## config.mk

```make
export PLATFORM = sky130hd
export DESIGN_NAME = little_loader_top
export DESIGN_NICKNAME = d
export VERILOG_FILES = /design/src/source/loader_pkg.sv /design/src/source/mem_write_if.sv /design/src/source/little_loader_top.sv /design/src/source/program_memory.sv /design/src/source/strobe_divider.sv /design/src/source/load_sequencer.sv /design/src/source/word_assembler.sv /design/src/source/uart_receiver.sv
export VERILOG_INCLUDE_DIRS = /design/src /design/src/source
export SDC_FILE = /design/constraint.sdc
export NUM_CORES = 2
export LEC_CHECK = 0
export BUFFER_PORTS_ARGS = -buffer_cell sky130_fd_sc_hd__buf_4
export CAP_MARGIN = 15
export CELL_PAD_IN_SITES_DETAIL_PLACEMENT = 0
export CELL_PAD_IN_SITES_GLOBAL_PLACEMENT = 2
export CORE_MARGIN = 2
export CORE_UTILIZATION = 30
export CTS_CLUSTER_SIZE = 30
export DETAILED_ROUTE_END_ITERATION = 7
export PLACE_DENSITY_LB_ADDON = 0.1
export RECOVER_POWER = 100
export SYNTH_ARGS = -nofsm -noshare
export SYNTH_HDL_FRONTEND = slang
export SYNTH_SLANG_ARGS = --single-unit
```

## constraint.sdc

```tcl
create_clock -name sysclk -period 5.2 [get_ports sysclk]
set_input_delay 0.52 -clock sysclk [delete_from_list [all_inputs] [get_ports sysclk]]
set_output_delay 0.52 -clock sysclk [all_outputs]
set_load 0.02 [all_outputs]
```

## src/source/loader_params.svh

```systemverilog
`ifndef LOADER_PARAMS_SVH
`define LOADER_PARAMS_SVH

// memory geometry
`define WORD_WIDTH 16
`define ADDR_WIDTH 8

// serial line timing, kept short so simulation stays fast
`define CLKS_PER_BIT 8

// load switch debounce
`define LOAD_FILTER_DEPTH 8

// clocks before program memory reports ready
`define MEM_INIT_CYCLES 20

// phase accumulator steps, 16-bit accumulators
// pixel strobe divides by 2
`define PIX_INCREMENT 32768
// slow strobe divides by 64
`define SLOW_INCREMENT 1024
// slow accumulator start value, first carry two clocks into run
`define SLOW_PRESET 63488

`endif
```

## src/source/loader_pkg.sv

```systemverilog
`include "loader_params.svh"

package loader_pkg;

    // system modes
    typedef enum logic [1:0] {
        MODE_RESET = 2'd0,
        MODE_LOAD  = 2'd1,
        MODE_RUN   = 2'd2
    } mode_t;

    // one program memory word
    typedef logic [`WORD_WIDTH-1:0] word_t;

    // one program memory address
    typedef logic [`ADDR_WIDTH-1:0] addr_t;

endpackage

```

## src/source/mem_write_if.sv

```systemverilog
`timescale 1ns/100ps

interface mem_write_if;
    import loader_pkg::*;

    // one-cycle write strobe, no back-pressure
    logic  write_en;
    addr_t addr;
    word_t data;
    // level, high once memory init is done
    logic  ready;

    modport sequencer (
        output write_en,
        output addr,
        output data,
        input  ready
    );

    modport memory (
        input  write_en,
        input  addr,
        input  data,
        output ready
    );

endinterface

```

## src/source/little_loader_top.sv

```systemverilog
`timescale 1ns/100ps

module little_loader_top (
    input  logic              sysclk,
    input  logic              sysrst,
    input  logic              uart_rx,
    input  logic              load_switch,
    input  loader_pkg::addr_t read_addr,
    output loader_pkg::word_t read_data,
    output loader_pkg::mode_t mode,
    output loader_pkg::addr_t word_count,
    output logic              mem_ready,
    output logic              pix_stb,
    output logic              slow_stb
);
    import loader_pkg::*;

    logic [7:0] byte_data;
    logic       byte_valid;
    word_t      word_data;
    logic       word_valid;

    mem_write_if mem_bus ();

    assign mem_ready = mem_bus.ready;

    uart_receiver uart_receiver_inst (
        .sysclk     (sysclk),
        .sysrst     (sysrst),
        .rx         (uart_rx),
        .byte_data  (byte_data),
        .byte_valid (byte_valid)
    );

    word_assembler word_assembler_inst (
        .sysclk     (sysclk),
        .sysrst     (sysrst),
        .byte_data  (byte_data),
        .byte_valid (byte_valid),
        .word_data  (word_data),
        .word_valid (word_valid)
    );

    load_sequencer load_sequencer_inst (
        .sysclk      (sysclk),
        .sysrst      (sysrst),
        .load_switch (load_switch),
        .word_data   (word_data),
        .word_valid  (word_valid),
        .mem         (mem_bus.sequencer),
        .mode        (mode),
        .word_count  (word_count)
    );

    strobe_divider strobe_divider_inst (
        .sysclk   (sysclk),
        .sysrst   (sysrst),
        .mode     (mode),
        .pix_stb  (pix_stb),
        .slow_stb (slow_stb)
    );

    program_memory program_memory_inst (
        .sysclk    (sysclk),
        .sysrst    (sysrst),
        .mem       (mem_bus.memory),
        .read_addr (read_addr),
        .read_data (read_data)
    );

endmodule

```

## src/source/program_memory.sv

```systemverilog
`timescale 1ns/100ps
`include "loader_params.svh"

module program_memory (
    input  logic              sysclk,
    input  logic              sysrst,
    mem_write_if.memory       mem,
    input  loader_pkg::addr_t read_addr,
    output loader_pkg::word_t read_data
);
    import loader_pkg::*;

    localparam int DEPTH = 1 << `ADDR_WIDTH;
    localparam int INIT_CYCLES = `MEM_INIT_CYCLES;
    localparam int INIT_WIDTH = $clog2(INIT_CYCLES + 1);
    localparam logic [INIT_WIDTH-1:0] INIT_LAST = INIT_WIDTH'(INIT_CYCLES - 1);

    word_t                 ram [DEPTH];
    logic [INIT_WIDTH-1:0] init_count;

    // stand-in for the external memory start-up wait
    always_ff @(posedge sysclk) begin
        if (!sysrst) begin
            init_count <= '0;
            mem.ready  <= 1'b0;
        end else if (!mem.ready) begin
            if (init_count == INIT_LAST) begin
                mem.ready <= 1'b1;
            end else begin
                init_count <= init_count + 1'b1;
            end
        end
    end

    always_ff @(posedge sysclk) begin
        if (mem.write_en) begin
            ram[mem.addr] <= mem.data;
        end
    end

    // check port, data one clock after the address
    always_ff @(posedge sysclk) begin
        read_data <= ram[read_addr];
    end

endmodule

```

## src/source/strobe_divider.sv

```systemverilog
`timescale 1ns/100ps
`include "loader_params.svh"

module strobe_divider (
    input  logic              sysclk,
    input  logic              sysrst,
    input  loader_pkg::mode_t mode,
    output logic              pix_stb,
    output logic              slow_stb
);
    import loader_pkg::*;

    localparam int ACC_WIDTH = 16;
    localparam logic [ACC_WIDTH:0] PIX_STEP = (ACC_WIDTH + 1)'(`PIX_INCREMENT);
    localparam logic [ACC_WIDTH:0] SLOW_STEP = (ACC_WIDTH + 1)'(`SLOW_INCREMENT);
    localparam logic [ACC_WIDTH-1:0] SLOW_START = ACC_WIDTH'(`SLOW_PRESET);

    logic [ACC_WIDTH-1:0] pix_acc;
    logic [ACC_WIDTH-1:0] slow_acc;

    always_ff @(posedge sysclk) begin
        if (!sysrst) begin
            pix_acc  <= '0;
            slow_acc <= SLOW_START;
            pix_stb  <= 1'b0;
            slow_stb <= 1'b0;
        end else if (mode == MODE_RUN) begin
            // strobe is the carry out of each accumulator
            {pix_stb, pix_acc}   <= {1'b0, pix_acc} + PIX_STEP;
            {slow_stb, slow_acc} <= {1'b0, slow_acc} + SLOW_STEP;
        end else begin
            // accumulators hold their phase
            pix_stb  <= 1'b0;
            slow_stb <= 1'b0;
        end
    end

endmodule

```

## src/source/load_sequencer.sv

```systemverilog
`timescale 1ns/100ps
`include "loader_params.svh"

module load_sequencer (
    input  logic              sysclk,
    input  logic              sysrst,
    input  logic              load_switch,
    input  loader_pkg::word_t word_data,
    input  logic              word_valid,
    mem_write_if.sequencer    mem,
    output loader_pkg::mode_t mode,
    output loader_pkg::addr_t word_count
);
    import loader_pkg::*;

    localparam int FILTER_DEPTH = `LOAD_FILTER_DEPTH;
    localparam logic [FILTER_DEPTH-1:0] FILTER_HIGH = {FILTER_DEPTH{1'b1}};
    localparam logic [FILTER_DEPTH-1:0] FILTER_LOW = {FILTER_DEPTH{1'b0}};
    // newest samples high, oldest still low
    localparam logic [FILTER_DEPTH-1:0] FILTER_RISE = {1'b0, {(FILTER_DEPTH - 1){1'b1}}};

    mode_t                   next_mode;
    logic [FILTER_DEPTH-1:0] load_samples;
    logic [1:0]              valid_hist;
    logic                    load_word;

    // words outside load mode are dropped here
    assign load_word = word_valid && (mode == MODE_LOAD);

    always_comb begin
        next_mode = mode;
        case (mode)
            MODE_RESET: begin
                if (mem.ready) begin
                    next_mode = MODE_RUN;
                end
            end
            MODE_RUN: begin
                if (load_samples == FILTER_HIGH) begin
                    next_mode = MODE_LOAD;
                end
            end
            MODE_LOAD: begin
                if (load_samples == FILTER_LOW) begin
                    next_mode = MODE_RUN;
                end
            end
            default: next_mode = MODE_RESET;
        endcase
    end

    always_ff @(posedge sysclk) begin
        if (!sysrst) begin
            mode         <= MODE_RESET;
            load_samples <= '0;
            valid_hist   <= '0;
            word_count   <= '0;
            mem.write_en <= 1'b0;
        end else begin
            mode         <= next_mode;
            load_samples <= {load_samples[FILTER_DEPTH-2:0], load_switch};
            valid_hist   <= {valid_hist[0], load_word};
            mem.write_en <= load_word;
            // a fresh load starts at address zero
            if (load_samples == FILTER_RISE) begin
                word_count <= '0;
            end else if (valid_hist == 2'b10) begin
                // falling edge of word valid, after the write used the old count
                word_count <= word_count + addr_t'(1);
            end
        end
    end

    // write address and data line up with the write pulse
    always_ff @(posedge sysclk) begin
        mem.addr <= word_count;
        mem.data <= word_data;
    end

endmodule

```

## src/source/word_assembler.sv

```systemverilog
`timescale 1ns/100ps

module word_assembler (
    input  logic              sysclk,
    input  logic              sysrst,
    input  logic [7:0]        byte_data,
    input  logic              byte_valid,
    output loader_pkg::word_t word_data,
    output logic              word_valid
);
    // set while waiting for the low byte
    logic       have_high;
    logic [7:0] high_byte;

    always_ff @(posedge sysclk) begin
        if (!sysrst) begin
            have_high  <= 1'b0;
            word_valid <= 1'b0;
        end else begin
            word_valid <= 1'b0;
            if (byte_valid) begin
                if (have_high) begin
                    have_high  <= 1'b0;
                    word_valid <= 1'b1;
                end else begin
                    have_high <= 1'b1;
                end
            end
        end
    end

    // first byte of a pair is the high half
    always_ff @(posedge sysclk) begin
        if (byte_valid) begin
            if (have_high) begin
                word_data <= {high_byte, byte_data};
            end else begin
                high_byte <= byte_data;
            end
        end
    end

endmodule

```

## src/source/uart_receiver.sv

```systemverilog
`timescale 1ns/100ps
`include "loader_params.svh"

module uart_receiver (
    input  logic       sysclk,
    input  logic       sysrst,
    input  logic       rx,
    output logic [7:0] byte_data,
    output logic       byte_valid
);
    localparam int BIT_CLKS = `CLKS_PER_BIT;
    localparam int TIMER_WIDTH = $clog2(BIT_CLKS);
    localparam logic [TIMER_WIDTH-1:0] FULL_BIT = TIMER_WIDTH'(BIT_CLKS - 1);
    localparam logic [TIMER_WIDTH-1:0] HALF_BIT = TIMER_WIDTH'(BIT_CLKS / 2 - 1);

    typedef enum logic [1:0] {
        RX_IDLE,
        RX_START,
        RX_DATA,
        RX_STOP
    } rx_state_t;

    rx_state_t              state;
    logic                   rx_meta;
    logic                   rx_sync;
    logic                   rx_prev;
    logic [TIMER_WIDTH-1:0] bit_timer;
    logic [2:0]             bit_index;
    logic [7:0]             shift_reg;

    always_ff @(posedge sysclk) begin
        if (!sysrst) begin
            // idle line is high
            rx_meta    <= 1'b1;
            rx_sync    <= 1'b1;
            rx_prev    <= 1'b1;
            state      <= RX_IDLE;
            bit_timer  <= '0;
            bit_index  <= '0;
            byte_valid <= 1'b0;
        end else begin
            rx_meta    <= rx;
            rx_sync    <= rx_meta;
            rx_prev    <= rx_sync;
            byte_valid <= 1'b0;
            bit_timer  <= bit_timer + 1'b1;
            case (state)
                RX_IDLE: begin
                    bit_timer <= '0;
                    if (rx_prev && !rx_sync) begin
                        state <= RX_START;
                    end
                end
                RX_START: begin
                    // mid start bit, line must still be low
                    if (bit_timer == HALF_BIT) begin
                        bit_timer <= '0;
                        bit_index <= '0;
                        state     <= rx_sync ? RX_IDLE : RX_DATA;
                    end
                end
                RX_DATA: begin
                    if (bit_timer == FULL_BIT) begin
                        bit_timer <= '0;
                        bit_index <= bit_index + 1'b1;
                        if (bit_index == 3'd7) begin
                            state <= RX_STOP;
                        end
                    end
                end
                RX_STOP: begin
                    // drop the frame on a bad stop bit
                    if (bit_timer == FULL_BIT) begin
                        byte_valid <= rx_sync;
                        state      <= RX_IDLE;
                    end
                end
                default: state <= RX_IDLE;
            endcase
        end
    end

    // lsb arrives first, shift in from the top
    always_ff @(posedge sysclk) begin
        if (state == RX_DATA && bit_timer == FULL_BIT) begin
            shift_reg <= {rx_sync, shift_reg[7:1]};
        end
        if (state == RX_STOP && bit_timer == FULL_BIT) begin
            byte_data <= shift_reg;
        end
    end

endmodule

```

==> impl_results.md <==
- Outcome: complete, but fails checks
- Failing checks: max-capacitance violations, max-slew violations
- ANT nets after route: 0
- Synth top cells by count: edfxtp_1 (4136), mux4_2 (864), mux2i_1 (592), nor2_1 (344), clkbuf_1 (224)
- Placement Rows: 270
- DRC viols: 0
- RR Startpoint: load_sequencer_inst.mem.addr[0]
- Cell mode on critical path: clkbuf_1
- Multi-input logic area: 0.0343 mm²
- Synth warn: 0
- CORE AREA: 0.540 mm²
- Hold Path Sink: program_memory_inst.read_data[6]
- Critical path class: flip-flop to flip-flop
- Most frequent cell after synthesis: edfxtp_1
- Startpoint Class: flip-flop
- Post-synthesis cell area: 0.162 mm²
- Initial Util: 0.301
- Avg Vias per Cell: 5.06
- Syn_nets: 7666
- Cell Pwr Density: 383 mW/mm²
- PortBufs: 40
- Dpl cells: 15.0k
- Register area share after synthesis: 0.776
- Fillers: 50.7k
- Layout cells sized above 1: 0.228
- Die width: 740 µm
- Cell depth of the worst hold path: 4
- Post-synthesis cell count: 7640
- Antenna violations before repair: 44
- Final setup TNS: 0 ns
- Max reg flops: 4096
- Critical Path AT: 5.27 ns
- Max incr delay on CP: 0.90 ns
- Hold Crit Class: primary input to flip-flop
- GRT Util Overall: 0.188
- EDFF count, synth: 4136
- HPWL Detailed: 321000 µm
- Worst path required time: 5.84 ns
- Total Routed Length: 528000 µm
- Endpoints failing hold: 0
- R2R depth: 6
- Unrepaired setup endpoints after global routing: false
- CTS H-tree depth: 5
- Worst reg-to-reg setup slack: 0.57 ns
- Largest net degree at the start of global routing: 141
- Resized Gates After CTS: 0
- Congestion Overflow GR: 0
- Root buffer selected by CTS: clkbuf_16
- Critical path's slowest cell: clkbuf_1
- Yosys reg bits: 4225
- Predominant post-synthesis flop cell: edfxtp_1
- Slew HR: -1.39
- Ports: 41
- Gpl congestion: 0.790
- Worst-path clk slew: 0.06 ns
- Unique masters post-synth: 60
- Number of global-route vias before repair: 82.0k
- Fmax: 216 MHz
- First-pass GRT wire length: 716000 µm
- Dominant cells by area after synthesis: edfxtp_1 (76%), mux4_2 (12%), mux2i_1 (3.6%)
- # nets final: 8251
- Max-cap violations: 116
- CTS tree: yes
- Die ar.: 0.547 mm²
- Tcrit/Tclk final: 0.890
- Crit path max fanout: 12
- Pin slew with the least headroom to its limit: 3.59 ns
- HP Start: read_addr[2]
- Clk buf depth: 4
- Top cell type's share of synthesized area: 0.765
- Clk sinks: 4225
- Via count: 80.2k
- Slew Limit Fails: 3609
- Setup violators final: 0
- Area growth, synth to finish: 16.0%
- CTS Buf Count: 469
- Clock latency on the worst-skew pair: 1.05 ns
- FF/Latch Area: 0.126 mm²
- Final min period: 4.63 ns
- CP cell instances: nor2b_1, nand3_1, clkbuf_1, clkbuf_1, nor2_1, buf_4
- Wire per inst: 33.3 µm
- Leak: 58.6 nW
- CP endpoint kind: flip-flop
- Final Non-Filler Cells: 15.9k
- Most flop-heavy register: program_memory_inst.ram
- Pre-antenna DRT Iters: 6
- Avg Cell Area, Syn: 21.3 µm²
- Iteration-0 DRC Markers: 7336
- Critical R2R Capture: program_memory_inst.ram[53][4]
- Layout Skew: 0.0929 ns
- Async S/R FF share, synth: 0
- Die height: 740 µm
- Yosys top cell by area: edfxtp_1
- VDD IR-drop max: 297 µV
==> cell families (layout without fill, tap and decap cells) <==
| logic type | count (synthesis) | in the layout | synth area share |
|---|---|---|---|
| other | 0 | 25 | 0 |
| multiplexers | 1471 | 1471 | 0.157 |
| buffers and inverters | 464 | 1445 | 0.0155 |
| adder cells (fa/ha/maj) | 14 | 14 | 0.00108 |
| AO/OA/AOI/OAI | 587 | 587 | 0.0254 |
| AND/OR/NAND/NOR | 864 | 864 | 0.0242 |
| flip-flops | 4225 | 4225 | 0.776 |
| XOR/XNOR | 15 | 15 | 0.000809 |
==> metal layers <==
layer,GRT usage,wire (µm),vias up
met1,0.267,239000,44400
met4,0.0351,9880,14
met3,0.0249,23600,536
met5,0,87,-
li1,-,-,33300
met2,0.312,256000,1965
==> stage by stage <==
stage                     cell area, µm²  power (W)  hold slack [ns]  setup WS [ns]   util
after CTS                         190000     0.0732           0.0963           1.15  0.351
after global routing              188000     0.0745            0.202          0.535  0.349
after global placement            175000     0.0406            0.323          0.206  0.323
after detailed placement          175000     0.0406            0.327          0.211  0.324
final                             188000     0.0722            0.181          0.573  0.349
after floorplan                   162000     0.0393            0.323          0.966      -
==> cell usage in the layout, fill, tap and decap left out, types with 89 or more instances in the layout <==
cell,synthesis,layout
buf_4,51,233
clkbuf_1,224,342
clkbuf_16,0,470
clkinv_1,1,124
dfxtp_1,89,89
edfxtp_1,4136,4136
mux2i_1,592,592
mux4_2,864,864
nand2_1,170,169
nand3_1,104,100
nor2_1,344,230
nor2_2,0,106
nor3_1,98,98
o221ai_1,178,178
o22ai_1,171,171
==> critical path: cells and delay by family, from the launching register on <==
kind	cells	cell delay [ns]
AND/OR/NAND/NOR	3	1.97
flip-flops	1	0.52
buffers and inverters	3	1.73
==> repair_timing <==
item / CTS / global route
endpoints found under the hold margin: 41 / 0
hold buffers: 5 / 0
buffers inserted: 0 / 0
==> final cells by class <==
type                    count  area share
diodes                     25    0.000332
clock buffers             593      0.0654
clock inverters           274      0.0139
inverters                  12    0.000279
multi-input cells        2951       0.182
flip-flops and latches   4225       0.669
well taps                7208      0.0479
repair buffers            566      0.0215
==> report_power, final <==
group          leakage, nW  switching, W  internal [W]
combinational         13.5       0.00177       0.00112
clock                 7.25        0.0139        0.0184
sequential            37.9     0.0000872        0.0368
total                 58.6        0.0158        0.0564
==> worst max path at each step <==
stage	from	endpoint	slack, ns	cells after the start
2_1_floorplan	load_sequencer_inst.mem.data[0]	program_memory_inst.ram[0][0]	0.97	0
3_3_place_gp	read_addr[0]	program_memory_inst.read_data[12]	0.21	8
3_5_place_dp	read_addr[0]	program_memory_inst.read_data[12]	0.21	8
4_1_cts	load_sequencer_inst.mem.addr[0]	program_memory_inst.ram[77][10]	1.15	5
5_1_grt	load_sequencer_inst.valid_hist[0]	program_memory_inst.ram[252][6]	0.54	3
6_report	load_sequencer_inst.mem.addr[0]	program_memory_inst.ram[53][4]	0.57	6
Note: power is estimated with default switching activity, not from simulation.
